## src/logic/keystone_pkg.sv

```systemverilog
/*
 * Keystone coordinate engine definitions
 * Frame geometry, fixed-point formats and divider bank size
 */
package keystone_pkg;

    //////////////////////////////////////////////////////////////////////
    // Geometry and sizing
    //////////////////////////////////////////////////////////////////////

    // Destination and source frame, kept small for simulation
    localparam int FRAME_WIDTH  = 16;
    localparam int FRAME_HEIGHT = 12;

    // Coefficients and quotients are Q16.16
    localparam int FRAC_BITS = 16;

    // Sums lose half the fraction before division
    localparam int PRE_SHIFT = 8;

    // 32 integer bits over 16 fraction bits
    localparam int QUOT_BITS = 48;

    // Divider bank and projection pipeline depth
    localparam int DIV_LANES  = 4;
    localparam int MAC_STAGES = 3;

    //////////////////////////////////////////////////////////////////////
    // Types
    //////////////////////////////////////////////////////////////////////

    typedef logic signed [31:0] coef_t;
    typedef logic        [15:0] coord_t;
    typedef logic signed [31:0] src_coord_t;
    typedef logic signed [63:0] wide_t;
    typedef logic signed [31:0] div_word_t;
    typedef logic signed [QUOT_BITS-1:0] quot_t;

    // Round-robin pointer into the divider bank
    typedef logic [$clog2(DIV_LANES)-1:0] lane_index_t;

endpackage

```

## src/logic/frame_scanner.sv

```systemverilog
/*
 * Frame scanner
 * Latches the homography at frame start and walks the destination raster
 */
`timescale 1ns/1ps

module frame_scanner (
    input  logic                 clock,
    input  logic                 reset,
    input  logic                 frame_start,
    input  keystone_pkg::coef_t  h11,
    input  keystone_pkg::coef_t  h12,
    input  keystone_pkg::coef_t  h13,
    input  keystone_pkg::coef_t  h21,
    input  keystone_pkg::coef_t  h22,
    input  keystone_pkg::coef_t  h23,
    input  keystone_pkg::coef_t  h31,
    input  keystone_pkg::coef_t  h32,
    input  logic                 advance,
    output logic                 req_valid,
    output keystone_pkg::coord_t dst_x,
    output keystone_pkg::coord_t dst_y,
    output keystone_pkg::coef_t  coef [8],
    output logic                 frame_busy
);
    import keystone_pkg::*;

    logic consume;
    logic last_x;
    logic last_pixel;

    // One request per pixel for the whole frame
    assign req_valid  = frame_busy;
    assign consume    = req_valid && advance;
    assign last_x     = (dst_x == coord_t'(FRAME_WIDTH - 1));
    assign last_pixel = last_x && (dst_y == coord_t'(FRAME_HEIGHT - 1));

    // Coefficient latch, a start during a frame is ignored
    always_ff @(posedge clock) begin
        if (frame_start && !frame_busy) begin
            coef <= '{h11, h12, h13, h21, h22, h23, h31, h32};
        end
    end

    // Raster walk, x across the line then y down the frame
    // Wraps back to the origin after the last pixel
    always_ff @(posedge clock or posedge reset) begin
        if (reset) begin
            frame_busy <= 1'b0;
            dst_x      <= '0;
            dst_y      <= '0;
        end else if (!frame_busy) begin
            frame_busy <= frame_start;
        end else if (consume) begin
            if (last_pixel) begin
                frame_busy <= 1'b0;
            end
            if (last_x) begin
                dst_x <= '0;
                dst_y <= last_pixel ? '0 : dst_y + 1'b1;
            end else begin
                dst_x <= dst_x + 1'b1;
            end
        end
    end

endmodule

```

## config.mk

```make
export PLATFORM = sky130hd
export DESIGN_NAME = frame_scanner
export DESIGN_NICKNAME = d
export VERILOG_FILES = /design/src/logic/keystone_pkg.sv /design/src/logic/frame_scanner.sv
export SDC_FILE = /design/constraint.sdc
export NUM_CORES = 1
export LEC_CHECK = 0
export ABC_AREA = 0
export ABC_CLOCK_PERIOD_IN_PS = 18500
export BUFFER_PORTS_ARGS = -buffer_cell sky130_fd_sc_hd__buf_2
export CAP_MARGIN = 20
export CORE_AREA = 5 5 211 213
export CTS_BUF_LIST = sky130_fd_sc_hd__clkbuf_16
export DETAILED_ROUTE_END_ITERATION = 8
export DIE_AREA = 0 0 216 218
export GPL_TIMING_DRIVEN = 0
export PLACE_DENSITY = 0.48
export SYNTH_ARGS = -nofsm -noshare
export SYNTH_HDL_FRONTEND = slang
export SYNTH_SLANG_ARGS = --single-unit
```

## constraint.sdc

```tcl
create_clock -name clock -period 18.5 [get_ports clock]
set_clock_uncertainty 0.2 [all_clocks]
set_input_delay 1.85 -clock clock [delete_from_list [all_inputs] [get_ports clock]]
set_output_delay 1.85 -clock clock [all_outputs]
set_load 0.005 [all_outputs]
```

Word level (Yosys, flattened, before mapping)
Index checks and enable logic that the tools add are counted.
- register bits after elaboration: 289
- word-level logic and storage cells: 26
- add/sub/neg operators: 2
- eq/ne operators: 2
- multiplexer cells: 5
- reductions and logical operators: 6
- operators with widths (cell ; number):
    16-bit by 1-bit adder with 16-bit output, second input constant ; 2
    16-bit by 4-bit equality test with 1-bit output, second input constant ; 2
    16-bit 2-to-1 mux ; 2
    1-bit logical AND ; 3
    1-bit 2-to-1 mux ; 3
    3-bit AND reduction ; 1
    2-bit AND reduction ; 1
    1-bit zero test ; 1

Depth between registers and ports, before layout
- word-level depth: 5
- mapped depth: 6
- mapped depth without buffers: 5

Worst setup path after synthesis
OpenSTA, ideal clock, no wires.
- path kind: input port to flip-flop
- start: input port frame_start
- end: register coef[0] (netlist bit), enable pin
- library setup time: 904 ps
- data arrival time: 12866 ps
- data required time: 17396 ps
- setup slack: 4530 ps
- cell stages on the path: 1
- cell sequence: nor2b_1
- longest elaborated chain between the ends: 1
- ends and longest elaborated chain (element ; line ; source):
    start, declared ; frame_scanner.sv:10 ; input logic frame_start,
    1-bit logical AND ; frame_scanner.sv:40 ; if (frame_start && !frame_busy) begin
    end signal, assigned ; frame_scanner.sv:41 ; coef <= '{h11, h12, h13, h21, h22, h23, h31, h32};
    end, declared ; frame_scanner.sv:23 ; output keystone_pkg::coef_t coef [8],
Every way passes these cells.
A chain may end at the register's enable or synchronous reset.

Worst setup path in the final report
- start: register frame_busy
- end: output port req_valid
- RTL lines (element ; line ; source):
    start, declared ; frame_scanner.sv:24 ; output logic frame_busy
    start signal, assigned ; frame_scanner.sv:53 ; frame_busy <= frame_start;
    end, declared ; frame_scanner.sv:20 ; output logic req_valid,
No word-level cell between the ends.

==> insert_results.sql <==
INSERT INTO impl_metrics (metric_group, metric, value, unit) VALUES
('route', 'detail_route.wirelength', '31100', 'um'),
('worst_setup_path', 'cpMaxStageDelayCell', 'dfrtp_1', ''),
('hold_path', 'hold_path.class', 'flop to flop', ''),
('hold_path', 'worst_hold_startpoint', 'dst_y[15]', ''),
('clocking', 'ctsResizeCount', '0', ''),
('route', 'wl_per_cell', '19.6', 'um'),
('timing', 'setup_violations', '0', ''),
('synth', 'most_instantiated_library_cell_after_synthesis', 'edfxtp_1', ''),
('clocking', 'clockBufferDepth', '3', ''),
('synth', 'yosys_warnings', '0', ''),
('pwr', 'pwr_cell_area', '105', 'mW/mm2'),
('timing', 'layout_setup_ws', '15.19', 'ns'),
('worst_setup_path', 'worst-path-max-fanout', '7', ''),
('clocking', 'clkLatencyLatePin', '0.52', 'ns'),
('pwr', 'max-vdd-ir-drop', '54.0', 'uV'),
('clocking', 'level_count_of_the_clock_h_tree', '2', ''),
('synth', 'yosys-top-cells-area', 'edfxtp_1 (82%), dfrtp_1 (8.8%), xnor2_1 (1.2%)', ''),
('synth', 'syn_area_per_cell', '22.4', 'um2'),
('floorplan', 'dieArea', '0.0471', 'mm2'),
('synth', 'number_of_synthesized_flops_with_an_enable_pin', '256', ''),
('grt', 'vias_in_the_first_global_route', '6543', ''),
('timing', 'period_needed', '3.31', 'ns'),
('worst_setup_path', 'crit_path_end_kind', 'output port', ''),
('synth', 'post_synth_top_area_share', '81.9', '%'),
('timing', 'rsz0062_at_grt', 'no', ''),
('timing', 'timing.hold.ws', '0.300', 'ns'),
('timing', 'timing_hold_violations_final', '0', ''),
('final_layout', 'syn_to_final_growth', '51.4', '%'),
('final_layout', 'nets', '1278', ''),
('synth', 'postSynthCellCount', '420', ''),
('worst_setup_path', 'worstPathCellList', 'buf_4, buf_2', ''),
('timing', 'layout_worst_path_cycle_share', '17.9', '%'),
('worst_setup_path', 'worst_setup_path_start_kind', 'flop', ''),
('worst_setup_path', 'critPathKind', 'flop to output port', ''),
('route', 'number_of_vias_per_cell_after_detailed_routing', '3.98', ''),
('grt', 'grt_first_pass_wirelength', '43700', 'um'),
('clocking', 'post-cts-setup-buffers', '0', ''),
('synth', 'synth.cell_area', '0.00939', 'mm2'),
('placement', 'pre_cts_slack', '15.01', 'ns'),
('synth', 'postSynth.asyncResetShare', '11.4', '%'),
('pwr', 'p_leak', '5.95', 'nW'),
('timing', 'fin_setup_tns', '0', 'ns'),
('floorplan', 'chipWidth', '216', 'um'),
('hold_path', 'worstHoldPathCells', '1', ''),
('synth', 'yosys_most_used_dff', 'edfxtp_1', ''),
('floorplan', 'starting_density', '22.1', '%'),
('status', 'status', 'completed', ''),
('grt', 'remaining_global_route_overflow', '0', ''),
('grt', 'grt_max_degree', '34', ''),
('timing', 'fmax', '302', 'MHz'),
('route', 'route.detailed.drc', '0', ''),
('placement', 'dp_cells', '1525', ''),
('floorplan', 'placeableCoreArea', '0.0425', 'mm2'),
('final_layout', 'multi_input_comb_area', '845', 'um2'),
('clocking', 'ctsHoldBuffers', '0', ''),
('grt', 'grt_usage', '12.4', '%'),
('placement', 'dpl.hpwl', '24800', 'um'),
('final_layout', 'sequential_cell_area', '0.00851', 'mm2'),
('final_layout', 'post_route_cells_drive_above_1_share', '59.8', '%'),
('worst_setup_path', 'r2r-start', 'dst_x[12]', ''),
('floorplan', 'core.rowCount', '76', ''),
('route', 'drtAntennaViolNets', '0', ''),
('route', 'drt-initial-drc-count', '409', ''),
('placement', 'buffer_ports.inserted', '549', ''),
('final_layout', 'fillCellCount', '4242', ''),
('clocking', 'cts_tree', 'done', ''),
('worst_setup_path', 'timing.critical_path.slowest_cell_delay', '0.46', 'ns'),
('worst_setup_path', 'worst_r2r_endpoint', 'dst_y[2]', ''),
('synth', 'yosysSeqAreaShare', '90.7', '%'),
('clocking', 'cts_root_buf', 'clkbuf_16', ''),
('route', 'via_count', '6330', '');
## cells by family (layout without fill, tap and decap cells)
| kind of cell | count (synthesis) | after routing | share of synthesized area [%] |
|---|---|---|---|
| flip-flops | 289 | 289 | 90.7 |
| XOR/XNOR | 24 | 24 | 2.24 |
| AO/OA/AOI/OAI | 13 | 13 | 0.746 |
| buffers and inverters | 8 | 628 | 0.413 |
| other | 0 | 4 | 0 |
| adder cells (fa/ha/maj) | 2 | 2 | 0.266 |
| AND/OR/NAND/NOR | 84 | 84 | 5.66 |
## how the worst max path moves through the flow
stage | start | endpoint | slack (ns) | cells after the start
after global routing | frame_busy | req_valid | 15.11 | 2
after CTS | frame_busy | req_valid | 15.14 | 2
after global placement | frame_start | coef[194] | -1.12 | 2
after floorplan | frame_start | coef[0] | 4.53 | 1
final | frame_busy | req_valid | 15.19 | 2
after detailed placement | frame_start | coef[188] | 15.01 | 5
## layout by cell type, fill, tap and decap left out, types with 4 or more instances in the layout
master | synthesis | routed
buf_2 | 1 | 550
edfxtp_1 | 256 | 256
clkbuf_16 | 0 | 36
dfrtp_1 | 33 | 33
nand2_1 | 16 | 16
nand4_1 | 13 | 13
xnor2_1 | 13 | 13
nand3_1 | 11 | 11
xor2_1 | 11 | 11
clkinv_1 | 0 | 9
o21ai_0 | 8 | 8
buf_12 | 0 | 8
inv_1 | 3 | 7
nor3_1 | 6 | 6
and3_1 | 5 | 5
nor2_1 | 5 | 5
nor4_1 | 5 | 5
bufinv_16 | 0 | 5
diode_2 | 0 | 4
and2_1 | 4 | 4
## worst max-delay path, delay by kind of cell (launching register included)
family | cells | cell delay [ns]
buf+inv | 2 | 0.28
flops | 1 | 0.46
## cell type report
cell class	instances	share of cell area (%)
antenna	4	0.0704
buffer	5	0.194
clock buffer	36	6.34
clock inverter	25	1.81
inverter	3	0.0792
multi-input combinational	123	5.94
sequential	289	59.9
tap	546	4.81
timing repair buffer	559	20.8
## sequential cells by signal, summed over array words and instances, names as in the netlist
signal,cells
dst_y,16
coef,256
dst_x,16
frame_busy,1
## power by group
part | switching [mW] | internal, mW | total (mW)
clock | 0.267 | 0.423 | 0.690
combinational | 0.0337 | 0.0373 | 0.0710
sequential | 0.0118 | 0.718 | 0.730
total | 0.313 | 1.18 | 1.49
## layer usage
layer	global-route usage, %	vias up	share of wire (%)
met1	13.3	3075	35
met4	4.30	6	3.1
met3	6.46	72	11
met2	21.1	318	50
li1	-	2859	-
met5	0	-	0.14
## metrics by stage
step / utilization (%) / instance area, um2
global route: 33.4 / 14200
finish: 33.4 / 14200
detailed placement: 30.7 / 13000
global placement: 30.2 / 12800
CTS: 33.4 / 14200
floorplan: - / 9390
Power figures use the tool's default switching activity.
