**src/logic/keystone_pkg.sv**
```systemverilog
/*
 * Keystone coordinate engine definitions
 * Frame geometry, fixed-point formats and divider bank size
 */
package keystone_pkg;

    //////////////////////////////////////////////////////////////////////
    // Geometry and sizing
    //////////////////////////////////////////////////////////////////////

    // Destination and source frame, kept small for simulation
    localparam int FRAME_WIDTH  = 16;
    localparam int FRAME_HEIGHT = 12;

    // Coefficients and quotients are Q16.16
    localparam int FRAC_BITS = 16;

    // Sums lose half the fraction before division
    localparam int PRE_SHIFT = 8;

    // 32 integer bits over 16 fraction bits
    localparam int QUOT_BITS = 48;

    // Divider bank and projection pipeline depth
    localparam int DIV_LANES  = 4;
    localparam int MAC_STAGES = 3;

    //////////////////////////////////////////////////////////////////////
    // Types
    //////////////////////////////////////////////////////////////////////

    typedef logic signed [31:0] coef_t;
    typedef logic        [15:0] coord_t;
    typedef logic signed [31:0] src_coord_t;
    typedef logic signed [63:0] wide_t;
    typedef logic signed [31:0] div_word_t;
    typedef logic signed [QUOT_BITS-1:0] quot_t;

    // Round-robin pointer into the divider bank
    typedef logic [$clog2(DIV_LANES)-1:0] lane_index_t;

endpackage

```
**src/logic/div_lane_if.sv**
```systemverilog
/*
 * Divider lane link
 * One request from the dispatcher, one result back to the collector
 */
`timescale 1ns/1ps

interface div_lane_if;
    import keystone_pkg::*;

    // Request, valid with the start pulse only
    logic      start;
    div_word_t num_x;
    div_word_t num_y;
    div_word_t den;
    coord_t    dst_x;
    coord_t    dst_y;

    // Lane status levels
    logic      idle;
    logic      done;

    // Result, held stable while done is high
    quot_t     quo_x;
    quot_t     quo_y;
    logic      den_positive;
    coord_t    tag_x;
    coord_t    tag_y;

    // Collector has consumed the result
    logic      take;

    modport dispatcher (output start, num_x, num_y, den, dst_x, dst_y, input idle);
    modport lane (input start, num_x, num_y, den, dst_x, dst_y, take,
                  output idle, done, quo_x, quo_y, den_positive, tag_x, tag_y);
    modport collector (input done, quo_x, quo_y, den_positive, tag_x, tag_y, output take);

endinterface

```
**src/logic/divider_lane.sv**
```systemverilog
/*
 * Divider lane
 * Sequential restoring divide of two Q16.16 numerators by one denominator
 */
`timescale 1ns/1ps

module divider_lane (
    input  logic     clock,
    input  logic     reset,
    div_lane_if.lane lane
);
    import keystone_pkg::*;

    typedef enum logic [1:0] {st_idle, st_run, st_sign, st_done} state_t;

    state_t                       st;
    logic [$clog2(QUOT_BITS)-1:0] cnt;

    // Magnitudes and partial remainders
    logic [31:0]          dmag;
    logic [31:0]          rem_x;
    logic [31:0]          rem_y;
    // Dividend shifts out the top while quotient bits shift in below
    logic [QUOT_BITS-1:0] dvd_x;
    logic [QUOT_BITS-1:0] dvd_y;
    logic [31+QUOT_BITS:0] step_x;
    logic [31+QUOT_BITS:0] step_y;
    logic                 neg_x;
    logic                 neg_y;
    logic                 den_neg;
    logic                 den_zero;

    function automatic logic [31:0] magnitude(input div_word_t v);
        return v[31] ? -v : v;
    endfunction

    // One restoring step, returns new remainder over the shifted dividend
    function automatic logic [31+QUOT_BITS:0] div_step(
        input logic [31:0]          rem,
        input logic [QUOT_BITS-1:0] dvd,
        input logic [31:0]          d
    );
        logic [32:0] trial;
        logic [32:0] diff;
        trial = {rem, dvd[QUOT_BITS-1]};
        diff  = trial - {1'b0, d};
        if (trial >= {1'b0, d}) begin
            return {diff[31:0], dvd[QUOT_BITS-2:0], 1'b1};
        end
        return {trial[31:0], dvd[QUOT_BITS-2:0], 1'b0};
    endfunction

    assign step_x = div_step(rem_x, dvd_x, dmag);
    assign step_y = div_step(rem_y, dvd_y, dmag);

    assign lane.idle  = (st == st_idle);
    assign lane.done  = (st == st_done);
    assign lane.quo_x = dvd_x;
    assign lane.quo_y = dvd_y;

    //////////////////////////////////////////////////////////////////////
    // Sequencer
    //////////////////////////////////////////////////////////////////////

    always_ff @(posedge clock or posedge reset) begin
        if (reset) begin
            st  <= st_idle;
            cnt <= '0;
        end else begin
            case (st)
                st_idle: if (lane.start) begin
                    st  <= st_run;
                    cnt <= '0;
                end
                st_run: begin
                    cnt <= cnt + 1'b1;
                    if (cnt == QUOT_BITS - 1) begin
                        st <= st_sign;
                    end
                end
                st_sign: st <= st_done;
                st_done: if (lane.take) st <= st_idle;
                default: st <= st_idle;
            endcase
        end
    end

    //////////////////////////////////////////////////////////////////////
    // Datapath
    //////////////////////////////////////////////////////////////////////

    always_ff @(posedge clock) begin
        if (st == st_idle && lane.start) begin
            // Numerators enter shifted left by the fraction width
            dmag       <= magnitude(lane.den);
            rem_x      <= '0;
            rem_y      <= '0;
            dvd_x      <= {magnitude(lane.num_x), {FRAC_BITS{1'b0}}};
            dvd_y      <= {magnitude(lane.num_y), {FRAC_BITS{1'b0}}};
            neg_x      <= lane.num_x[31] ^ lane.den[31];
            neg_y      <= lane.num_y[31] ^ lane.den[31];
            den_neg    <= lane.den[31];
            den_zero   <= (lane.den == '0);
            lane.tag_x <= lane.dst_x;
            lane.tag_y <= lane.dst_y;
        end else if (st == st_run) begin
            {rem_x, dvd_x} <= step_x;
            {rem_y, dvd_y} <= step_y;
        end else if (st == st_sign) begin
            // Zero divisor forces zero, else restore the sign
            dvd_x <= den_zero ? '0 : (neg_x ? -dvd_x : dvd_x);
            dvd_y <= den_zero ? '0 : (neg_y ? -dvd_y : dvd_y);
            lane.den_positive <= !den_neg && !den_zero;
        end
    end

endmodule

```
**src/flat_wrapper.sv**
```systemverilog
// flat-port wrapper written by rule: the top's interface ports become plain ports
module divider_lane_flat import keystone_pkg::*;
  (clock, reset, lane_start, lane_num_x, lane_num_y, lane_den, lane_dst_x, lane_dst_y, lane_take, lane_idle, lane_done, lane_quo_x, lane_quo_y, lane_den_positive, lane_tag_x, lane_tag_y);
  div_lane_if lane_i ();
  input  logic clock;
  input  logic reset;
  input wire logic [$bits(lane_i.start)-1:0] lane_start;
  input wire logic [$bits(lane_i.num_x)-1:0] lane_num_x;
  input wire logic [$bits(lane_i.num_y)-1:0] lane_num_y;
  input wire logic [$bits(lane_i.den)-1:0] lane_den;
  input wire logic [$bits(lane_i.dst_x)-1:0] lane_dst_x;
  input wire logic [$bits(lane_i.dst_y)-1:0] lane_dst_y;
  input wire logic [$bits(lane_i.take)-1:0] lane_take;
  output wire logic [$bits(lane_i.idle)-1:0] lane_idle;
  output wire logic [$bits(lane_i.done)-1:0] lane_done;
  output wire logic [$bits(lane_i.quo_x)-1:0] lane_quo_x;
  output wire logic [$bits(lane_i.quo_y)-1:0] lane_quo_y;
  output wire logic [$bits(lane_i.den_positive)-1:0] lane_den_positive;
  output wire logic [$bits(lane_i.tag_x)-1:0] lane_tag_x;
  output wire logic [$bits(lane_i.tag_y)-1:0] lane_tag_y;
  assign lane_i.start = lane_start;
  assign lane_i.num_x = lane_num_x;
  assign lane_i.num_y = lane_num_y;
  assign lane_i.den = lane_den;
  assign lane_i.dst_x = lane_dst_x;
  assign lane_i.dst_y = lane_dst_y;
  assign lane_i.take = lane_take;
  assign lane_idle = lane_i.idle;
  assign lane_done = lane_i.done;
  assign lane_quo_x = lane_i.quo_x;
  assign lane_quo_y = lane_i.quo_y;
  assign lane_den_positive = lane_i.den_positive;
  assign lane_tag_x = lane_i.tag_x;
  assign lane_tag_y = lane_i.tag_y;
  divider_lane u_core (.clock(clock), .reset(reset), .lane(lane_i));
endmodule
```
**config.mk**
```make
export PLATFORM = sky130hd
export DESIGN_NAME = divider_lane_flat
export DESIGN_NICKNAME = d
export VERILOG_FILES = /design/src/logic/keystone_pkg.sv /design/src/logic/div_lane_if.sv /design/src/logic/divider_lane.sv /design/src/flat_wrapper.sv
export SDC_FILE = /design/constraint.sdc
export NUM_CORES = 1
export LEC_CHECK = 0
export BUFFER_PORTS_ARGS = -buffer_cell sky130_fd_sc_hd__buf_2
export CELL_PAD_IN_SITES_DETAIL_PLACEMENT = 1
export CELL_PAD_IN_SITES_GLOBAL_PLACEMENT = 1
export CORE_ASPECT_RATIO = 1.2
export CORE_MARGIN = 2
export CORE_UTILIZATION = 40
export CTS_CLUSTER_DIAMETER = 40
export CTS_CLUSTER_SIZE = 10
export DETAILED_ROUTE_END_ITERATION = 7
export HOLD_SLACK_MARGIN = 0.06
export PLACE_DENSITY_LB_ADDON = 0.2
export SETUP_SLACK_MARGIN = 0.2
export SYNTH_ARGS = -nofsm -noshare
export SYNTH_HDL_FRONTEND = slang
export SYNTH_SLANG_ARGS = --single-unit
export TNS_END_PERCENT = 100
```
**constraint.sdc**
```tcl
create_clock -name clock -period 3.7 [get_ports clock]
set_clock_uncertainty 0.1 [all_clocks]
set_input_delay 0.555 -clock clock [delete_from_list [all_inputs] [get_ports clock]]
set_output_delay 0.555 -clock clock [all_outputs]
set_load 0.1 [all_outputs]
```
# Word level (Yosys, flattened, before mapping)
# Index checks and enable logic that the tools add are counted.
# word_totals
ff_bits	237
inputBits	132
out_inout_bits	131
word_cells	83
# op_classes
eq_ne	7
bitwise	4
magnitude_cmp	2
add_sub_neg	8
muxes	25
reduce_logical	20
# op_table
operator	count
48-bit two-way mux	10
80-bit two-way mux	4
32-bit negator	3
48-bit negator	2
33-bit by 32-bit >= comparator with 1-bit output	2
32-bit two-way mux	2
32-bit subtractor	2
32-bit zero test	1
31-bit two-way mux	1
6-bit case mux with 2 select lines	1
2-bit AND reduction	5
3-bit nonzero test	3
2-bit case mux with 4 select lines	1
4-bit nonzero test	2
6-bit by 1-bit adder with 6-bit output (second input constant)	1
6-bit == test (second input constant)	1
2-bit two-way mux	3
6-bit two-way mux	1
3-bit AND reduction	2
2-bit == test (second input constant)	2
2-bit inequality test (second input constant)	2
2-bit nonzero test	2
2-bit by 1-bit == test with 1-bit output (second input constant)	1
1-bit logical AND	2
6 further kinds	10

# Longest topological paths before layout
# Gate-level depths: netlist of run 1.
# depth
ltp_word	6
ltp_mapped	14
mapped_depth_nobuf	12

# Worst setup path before layout of run 1
# Ideal clock, no wire load.
# synth_timing
kind	register -> register
from	reg u_core.st[0]
to	reg u_core.den_neg (enable)
setup_ps	459
path_stages_with_launch	8
period_less_slack_ps	4774
required_ps	3141
path_buffers	3
setup_slack_ps	-1074
t_arrival_ps	4215
cell_sequence	dfrtp_1 -> inv_1 -> ha_1 -> nand2_1 -> inv_1 -> clkbuf_1 -> clkbuf_1 -> clkbuf_1
# synth_via
elab_chain_cells	2
# synth_rtl
item	line	source
start: declaration	divider_lane.sv:16	state_t st;
start signal: assignment	divider_lane.sv:67	st <= st_idle;
start signal: assignment	divider_lane.sv:72	st <= st_run;
start signal: assignment	divider_lane.sv:78	st <= st_sign;
2-bit zero test	--	
net lane_idle	flat_wrapper.sv:14	output wire logic [$bits(lane_i.idle)-1:0] lane_idle;
1-bit logical AND	divider_lane.sv:93	if (st == st_idle && lane.start) begin
end signal: assignment	divider_lane.sv:102	den_neg <= lane.den[31];
end: declaration	divider_lane.sv:30	logic den_neg;
# The timed path passes the listed nets, and every way through them passes these cells.
# A chain may end at the register's enable or synchronous reset.

# Worst setup path in the final report of run 1
# layout_timing
from	reg u_core.dmag[11]
to	reg u_core.rem_x[0]
# layout_via
elab_chain_cells	3
# layout_rtl
item	line	source
start: declaration	divider_lane.sv:20	logic [31:0] dmag;
start signal: assignment	divider_lane.sv:95	dmag <= magnitude(lane.den);
33-bit by 32-bit >= comparator with 1-bit output	divider_lane.sv:47	if (trial >= {1'b0, d}) begin
1-bit two-way mux	divider_lane.sv:47	
80-bit two-way mux	divider_lane.sv:50	return {trial[31:0], dvd[QUOT_BITS-2:0], 1'b0};
end signal: assignment	divider_lane.sv:107	{rem_x, dvd_x} <= step_x;
end: declaration	divider_lane.sv:21	logic [31:0] rem_x;
# No other way between the ends.

==> reports/metrics.yaml, run 1 <==
timing:
  rsz0062_at_grt: "true"
  min_period_ns: 3.375
  relSlewSlack_pct: 47.18
  hold_violations: 0
  drv_slew: 0
  setup_viol: 0
  fin_crit_sh_pct: 91.21
  fmax_mhz: 296.3
  setup_ws_ns: 0.3252
  tightest_slew_ns: 0.7923
  tns_ns: 0
synth:
  synth.yosys.seq_area_share_pct: 33.71
  synth.distinct_cells: 79
  synth_seq_cells: 237
  yosys_warnings: 0
  ys.flop_type: "edfxtp_1"
  synth-edff-count: 133
  netlist_area_mm2: 0.01814
  synth_cells: 2151
  avgSynthCellArea_um2: 8.435
  synth-async-reset-ratio_pct: 3.376
  syn_nets: 2359
grt:
  grt.overflow.total: 0
  grt_antenna_before_repair: 3
  gr-usage-all-layers_pct: 24.24
  grt_pass1_vias: 17540
  grt_max_degree: 111
  grt_pass1_wl_um: 92140
job:
  max_cap_viol_count: 0
min_path:
  worstHoldPathType: "in2reg"
floorplan:
  start_util_pct: 40.43
  coreArea_mm2: 0.04488
  num_io_pins: 263
  fp-row-count: 85
  die_h_um: 237.3
  die_x_um: 198.4
  die_area_mm2: 0.04709
clock_tree:
  clock_latency_ns: 0.57
  cts_max_level: 2
  path_clk_slew_ns: 0.05
  ctsRootBufferMaster: "clkbuf_16"
  cts_sinks: 237
  cts_tree: "built"
  cts_buffer_depth: 3
  numCtsBuffers: 45
drt:
  num_vias: 17220
  via_per_inst: 5.762
  postRouteAntennaNets: 0
  drc: 0
  post_drt_wl_per_cell_um: 19.40
  drt_iter0_drc: 890
  routed_wl_um: 57970
  first_pass_iters: 6
finish:
  drive_above_1_share_pct: 18.85
  area.growth.synth_to_final_pct: 19.20
  fin_nets: 2548
  fillers: 5347
  multiInputGateArea_mm2: 0.01054
  seq_area_mm2: 0.006116
worst_setup_path:
  path_class: "reg2reg"
  cp-end-kind: "register"
  crit_required_ns: 4.10
  critPathArrivalTime_ns: 3.77
  cp-start-kind: "register"
  path_max_fanout: 17
status:
  outcome: "completed"
placement:
  hpwl_um: 41690
  place_ws_ns: 0.02421
  globalplace.congestion: 0.8833
  portBuffers: 262
-- placed cells by master (no fill, tap or decap), drive strengths merged, types with 75 or more instances in the layout --
cell,synthesis,layout
nand2,139,139
inv,113,121
edfxtp,133,133
o21ai,160,160
xnor2,91,91
xor2,75,75
buf,106,321
nor2,154,154
dfxtp,96,96
a21oi,207,207
-- metal layers --
| metal | vias to the layer above | share of wire (%) | routed length, um | track usage, % |
|---|---|---|---|---|
| li1 | 8322 | - | - | - |
| met1 | 8429 | 42 | 24300 | 28.78 |
| met2 | 367 | 51 | 29550 | 44.02 |
| met3 | 100 | 4.1 | 2400 | 3.930 |
| met4 | 0 | 3.0 | 1717 | 8.209 |
| met5 | - | 0 | 0 | 0 |
-- cell type report --
class | count | area share (%)
clock buffer | 58 | 5.814
timing repair buffer | 356 | 10.26
antenna | 2 | 0.02314
sequential | 237 | 28.28
clock inverter | 26 | 1.377
tap | 609 | 3.523
multi-input combinational | 1587 | 48.72
inverter | 113 | 1.996
-- critical path: stages, from the launching register on --
cell	delay [ns]
edfxtp_1	0.33
inv_1	0.09
ha_1	0.41
and3_1	0.24
nand2_1	0.13
a211oi_1	0.30
o41ai_2	0.11
buf_4	0.16
a2111o_1	0.41
nand2_1	0.15
o31ai_4	0.09
buf_4	0.17
clkbuf_16	0.18
or2_2	0.28
a31oi_1	0.16
-- cells in the mapped netlist (15+ instances only) --
| master | instances | area, um^2 |
|---|---|---|
| a211oi_1 | 17 | 127.6 |
| a21o_1 | 24 | 180.2 |
| a21oi_1 | 207 | 1036 |
| a221oi_1 | 64 | 560.5 |
| a31oi_1 | 34 | 212.7 |
| and3_1 | 15 | 93.84 |
| buf_4 | 94 | 705.7 |
| clkbuf_1 | 108 | 405.4 |
| dfxtp_1 | 96 | 1922 |
| edfxtp_1 | 133 | 3994 |
| ha_1 | 74 | 925.9 |
| inv_1 | 113 | 424.2 |
| mux2i_1 | 51 | 510.5 |
| nand2_1 | 139 | 521.8 |
| nand2b_1 | 15 | 93.84 |
| nand3_1 | 50 | 250.2 |
| nand4_1 | 17 | 106.4 |
| nor2_1 | 154 | 578.1 |
| nor3_1 | 58 | 290.3 |
| nor4_1 | 22 | 137.6 |
| o21ai_0 | 158 | 790.8 |
| o22ai_1 | 35 | 219.0 |
| o31ai_1 | 30 | 225.2 |
| o41ai_1 | 17 | 148.9 |
| or3_1 | 21 | 131.4 |
| or4_1 | 20 | 150.1 |
| xnor2_1 | 91 | 797.0 |
| xor2_1 | 75 | 656.9 |
-- stage by stage --
| step | hold slack, ns | instances | instance area, um^2 | utilization (%) |
|---|---|---|---|---|
| 3_5_place_dp | 0.3519 | 2866 | 19660 | 43.80 |
| 3_3_place_gp | 0.3425 | 2866 | 19660 | 43.80 |
| 6_report | 0.1952 | 2988 | 21630 | 48.19 |
| 2_1_floorplan | 0.2707 | 2151 | 18170 | - |
| 4_1_cts | 0.1653 | 2984 | 21550 | 48.02 |
| 5_1_grt | 0.1920 | 2987 | 21620 | 48.18 |
-- worst paths after layout --
kind                                   from  depth (start not counted)  slack [ns]               end
hold / removal                 lane_den[22]                          2        0.20   u_core.dmag[22]
max in group asynchronous             reset                          3        2.89     u_core.cnt[3]
setup reg to reg            u_core.dmag[11]                         14        0.33   u_core.rem_x[0]
min in group asynchronous             reset                          3        0.37     u_core.cnt[2]
hold reg to reg            u_core.rem_y[31]                          2        0.39  u_core.rem_y[31]
setup / recovery            u_core.dmag[11]                         14        0.33   u_core.rem_x[0]
-- repair_timing --
action | in CTS | in global routing
setup endpoints to repair | 0 | 35
hold endpoints to repair | 41 | 0
hold buffers | 34 | 0
resized for setup | 0 | 6
setup buffers | 0 | 1
-- cell families after synthesis --
family / synth area share (%)
AOI/OAI and AO/OA: 24.39
and+or+nand+nor: 16.50
buffers and inverters: 8.758
DFF: 33.71
xor gates and xnor gates: 8.013
adders and majority gates: 5.324
muxes: 3.310
-- flip-flops by register name, indices dropped and copies added (netlist names) --
register,count
u_core.lane.tag_x,16
u_core.rem_x,32
u_core.neg_y,1
u_core.lane.quo_y,48
u_core.lane.tag_y,16
u_core.dmag,32
u_core.rem_y,32
u_core.neg_x,1
u_core.lane.quo_x,48
u_core.lane.den_positive,1
u_core.den_zero,1
u_core.st,2
u_core.cnt,6
u_core.den_neg,1
Power of run 1 is left out: the tool's default activity adds up to more than one toggle a clock period on the data nets, which glitch-free logic cannot reach.
==> run 2: changes to the inputs <==
--- a/config.mk
+++ b/config.mk
@@ -15,6 +15,7 @@
 export CTS_CLUSTER_SIZE = 10
 export DETAILED_ROUTE_END_ITERATION = 7
 export HOLD_SLACK_MARGIN = 0.06
+export MAX_ROUTING_LAYER = met4
 export PLACE_DENSITY_LB_ADDON = 0.2
 export SETUP_SLACK_MARGIN = 0.2
 export SYNTH_ARGS = -nofsm -noshare
==> run 2 against run 1 <==
Final cell count increased by 0.47%; register-to-register slack got worse by 0.03 ns; first-iteration DRC count decreased by 17%; largest cell class unchanged; fmax decreased by 0.85%; count of clock-buffer cells in the layout decreased by 4; worst hold slack got worse by 0.0097 ns; worst setup slack got worse by 0.029 ns; non-clock buffer count increased by 9; critical path type unchanged.
==> reports/metrics.yaml, run 2 (synthesis gave the netlist of run 1 again) <==
worst_setup_path:
  cp_common_cell: "o21ai_0"
  crit_required_ns: 4.07
  cp-end-kind: "register"
  critPathArrivalTime_ns: 3.77
  cp_cell_sequence: "inv_2 > ha_1 > fa_1 > nand2b_1 > a21oi_1 > o311a_1 > o21ai_0 > o2111ai_1 > o211ai_1 > o21ai_0 > xor2_1 > a31o_2"
  path_class: "reg2reg"
  slowest_stage: "edfxtp_1"
  cp-start-kind: "register"
  path_max_fanout: 3
  max_stage_delay_ns: 0.44
clock_tree:
  cts_sinks: 237
  clock_latency_ns: 0.59
  cts_tree: "built"
  ctsRootBufferMaster: "clkbuf_16"
  cts_buffer_depth: 3
  cts_max_level: 2
  numCtsBuffers: 48
  path_clk_slew_ns: 0.05
timing:
  setup_viol: 0
  fmax_mhz: 293.8
  hold_violations: 0
  tightest_slew_ns: 0.8248
  rsz0062_at_grt: "false"
  min_period_ns: 3.404
  fin_crit_sh_pct: 91.99
  tns_ns: 0
  relSlewSlack_pct: 45.01
  drv_slew: 0
grt:
  grt_pass1_wl_um: 93160
  gr-usage-all-layers_pct: 25.32
  grt_antenna_before_repair: 2
  grt_max_degree: 94
  grt_pass1_vias: 17800
  grt.overflow.total: 0
finish:
  layout_commonest_cell: "buf_2"
  drive_above_1_share_pct: 19.78
  layout_common_cells: "262 x buf_2, 207 x a21oi_1, 154 x o21ai_0"
  area.growth.synth_to_final_pct: 20.48
  fin_nets: 2560
  fillers: 5355
placement:
  globalplace.congestion: 0.9231
  portBuffers: 262
  hpwl_um: 42010
floorplan:
  coreArea_mm2: 0.04488
  die_h_um: 237.3
  num_io_pins: 263
  start_util_pct: 40.43
  fp-row-count: 85
  die_area_mm2: 0.04709
  die_x_um: 198.4
drt:
  num_vias: 17360
  drt_iter0_drc: 735
  routed_wl_um: 59160
  first_pass_iters: 5
  via_per_inst: 5.782
  postRouteAntennaNets: 0
  drc: 0
  post_drt_wl_per_cell_um: 19.71
min_path:
  worstHoldPathType: "in2reg"
status:
  outcome: "completed"
job:
  max_cap_viol_count: 0
-- run 2: final cells by class --
cell class                 instances  area, um^2  share of cell area, %
clock buffer                      54        1244                  5.689
timing repair buffer             365        2271                  10.39
sequential                       237        6116                  27.98
multi-input combinational       1587       10570                  48.33
tap                              609       762.0                  3.486
antenna                            2       5.005                0.02290
inverter                         113       431.7                  1.975
clock inverter                    35       465.4                  2.129
-- run 2: final timing paths --
check | cells past startpoint | endpoint | slack (ns) | startpoint
worst max register to register | 12 | u_core.rem_y[30] | 0.30 | u_core.lane.quo_y[47]
worst min-delay path | 2 | u_core.dmag[29] | 0.19 | lane_den[29]
worst max-delay path | 12 | u_core.rem_y[30] | 0.30 | u_core.lane.quo_y[47]
worst min register to register | 2 | u_core.rem_x[31] | 0.37 | u_core.rem_x[31]
min in group asynchronous | 3 | u_core.cnt[2] | 0.37 | reset
max in group asynchronous | 3 | u_core.cnt[3] | 2.89 | reset
-- run 2: routing by layer --
| metal | track usage, % | wire length (um) | vias to the layer above |
|---|---|---|---|
| li1 | - | - | 8348 |
| met1 | 28.97 | 24840 | 8562 |
| met2 | 44.76 | 29800 | 351 |
| met3 | 4.200 | 2650 | 97 |
| met4 | 8.435 | 1866 | 0 |
| met5 | - | 0 | - |
-- run 2: critical path: cells and delay by family, from the launching register on --
kind,cells,cell delay [ns]
adders and majority gates,2,0.66
AOI/OAI and AO/OA,7,1.69
buffers and inverters,1,0.10
xor gates and xnor gates,1,0.11
and+or+nand+nor,1,0.19
DFF,1,0.44
-- run 2: per-stage QoR --
stage | area (um^2) | hold WS [ns] | setup slack (ns) | instances | utilization [%]
after floorplan | 18170 | 0.2707 | 0.2287 | 2151 | -
after global placement | 19650 | 0.3436 | 0.09586 | 2870 | 43.78
after detailed placement | 19650 | 0.3597 | 0.03668 | 2870 | 43.78
after CTS | 21700 | 0.1540 | 0.2815 | 2993 | 48.35
after global routing | 21860 | 0.1712 | 0.1822 | 3002 | 48.71
final | 21860 | 0.1855 | 0.2963 | 3002 | 48.71
-- run 2: timing repair --
item	in CTS	in global routing
hold endpoints to repair	41	0
setup buffers	0	5
gates resized for setup	0	15
setup endpoints to repair	0	50
hold buffers	34	0
Power of run 2 is left out for the same reason.
==> run 3: changes to the inputs <==
--- a/config.mk
+++ b/config.mk
@@ -17,7 +17,7 @@
 export HOLD_SLACK_MARGIN = 0.06
 export MAX_ROUTING_LAYER = met4
 export PLACE_DENSITY_LB_ADDON = 0.2
-export SETUP_SLACK_MARGIN = 0.2
+export SETUP_SLACK_MARGIN = 0.4
 export SYNTH_ARGS = -nofsm -noshare
 export SYNTH_HDL_FRONTEND = slang
 export SYNTH_SLANG_ARGS = --single-unit
==> run 3 against run 2 <==
Design area increased by 1.8%; via count increased by 0.42%; largest cell class unchanged; critical endpoint is now u_core.rem_y[15]; register-to-register slack improved by 0.15 ns; sequential share of layout area decreased by 0.51 points; wire length increased by 2.7%; global-route usage increased by 0.38 points; highest routed layer unchanged.
==> reports/metrics.yaml, run 3 (synthesis gave the netlist of run 1 again) <==
status:
  outcome: "completed"
finish:
  layout_commonest_cell: "buf_2"
  layout_common_cells: "262 x buf_2, 204 x a21oi_1, 152 x nor2_1, 152 x o21ai_0, 135 x nand2_1"
  design_area_mm2: 0.02226
  fillers: 5294
  drive_above_1_share_pct: 22.50
  area.growth.synth_to_final_pct: 22.70
  antenna_cells: 0
  multiInputGateArea_mm2: 0.01102
  seq_area_mm2: 0.006116
  fin_nets: 2566
timing:
  drv_slew: 0
  min_period_ns: 3.257
  rsz0062_at_grt: "true"
  setup_viol: 0
  relSlewSlack_pct: 33.62
  tns_ns: 0
  tightest_slew_ns: 0.9958
  fmax_mhz: 307.0
  fin_crit_sh_pct: 88.03
  hold_violations: 0
  whs_ns: 0.09558
drt:
  via_per_inst: 5.810
  first_pass_iters: 5
  drc: 0
  drt_iter0_drc: 988
  num_vias: 17430
  postRouteAntennaNets: 0
  routed_wl_um: 60760
  post_drt_wl_per_cell_um: 20.25
floorplan:
  die_h_um: 237.3
  start_util_pct: 40.43
  fp-row-count: 85
  num_io_pins: 263
  die_x_um: 198.4
  coreArea_mm2: 0.04488
  die_area_mm2: 0.04709
worst_setup_path:
  path_max_fanout: 6
  path_class: "reg2reg"
  critPathArrivalTime_ns: 3.56
  cp-start-kind: "register"
  cp-end-kind: "register"
  crit_required_ns: 4.00
clock_tree:
  numCtsBuffers: 44
  cts_max_level: 2
  ctsRootBufferMaster: "clkbuf_16"
  path_clk_slew_ns: 0.05
  cts_buffer_depth: 3
  cts_sinks: 237
  cts_tree: "built"
  clock_latency_ns: 0.57
placement:
  portBuffers: 262
  place_area_mm2: 0.01967
  globalplace.congestion: 0.9046
  hpwl_um: 42220
grt:
  gr-usage-all-layers_pct: 25.70
  grt_pass1_wl_um: 94720
  grt_pass1_vias: 17990
  grt_max_degree: 130
  grt.overflow.total: 0
  grt_antenna_before_repair: 0
job:
  max_cap_viol_count: 0
min_path:
  worstHoldPathType: "in2reg"
## run 3: layout make-up
class / count / area share, %
Inverter: 113 / 1.939
Tap cell: 609 / 3.423
Multi-Input combinational cell: 1587 / 49.48
Sequential cell: 237 / 27.47
Clock buffer: 52 / 5.502
Clock inverter: 27 / 1.169
Timing Repair Buffer: 375 / 11.02
## run 3: path summary, 6_finish.rpt
check | from | cells after the start | slack [ns] | endpoint
setup reg to reg | u_core.lane.quo_y[47] | 12 | 0.44 | u_core.rem_y[15]
hold / removal | lane_dst_y[0] | 1 | 0.1 | u_core.lane.tag_y[0]
min in group asynchronous | reset | 3 | 0.38 | u_core.cnt[4]
max in group asynchronous | reset | 3 | 2.86 | u_core.cnt[1]
setup / recovery | u_core.lane.quo_y[47] | 12 | 0.44 | u_core.rem_y[15]
hold reg to reg | u_core.rem_x[31] | 2 | 0.38 | u_core.rem_x[31]
## run 3: through the flow
stage	util, %	cells	setup WS (ns)
floorplan	-	2151	0.3368
global placement	43.82	2861	0.1181
detailed placement	43.82	2861	0.04463
CTS	48.10	2978	0.4015
global route	49.60	3000	0.3170
finish	49.60	3000	0.4428
## run 3: what timing repair did
item                                    in CTS  in global routing
buffers inserted                             6                 17
pin swaps                                    6                 25
gates cloned                                 1                  5
gates resized for setup                     13                 79
hold endpoints to repair                    38                  0
hold buffers                                31                  0
endpoints found under the setup margin      37                 68
## run 3: metal layers
| layer | vias up | global-route usage (%) | routed length, um |
|---|---|---|---|
| met2 | 387 | 44.67 | 30280 |
| met5 | - | - | 0 |
| li1 | 8362 | - | - |
| met1 | 8545 | 29.86 | 25610 |
| met4 | 0 | 9.611 | 2288 |
| met3 | 137 | 3.888 | 2584 |
## run 3: critical path, cell delays in order, from the launching register on
cell and delay, ns:
edfxtp_1 0.48, inv_2 0.16, ha_4 0.17, nor2b_4 0.04
o31a_1 0.26, o31a_1 0.38, o311ai_4 0.36, a41oi_4 0.18
nor3_4 0.26, o21ai_4 0.17, buf_12 0.20, o311ai_1 0.24
a31oi_1 0.08
Power of run 3 is left out for the same reason.
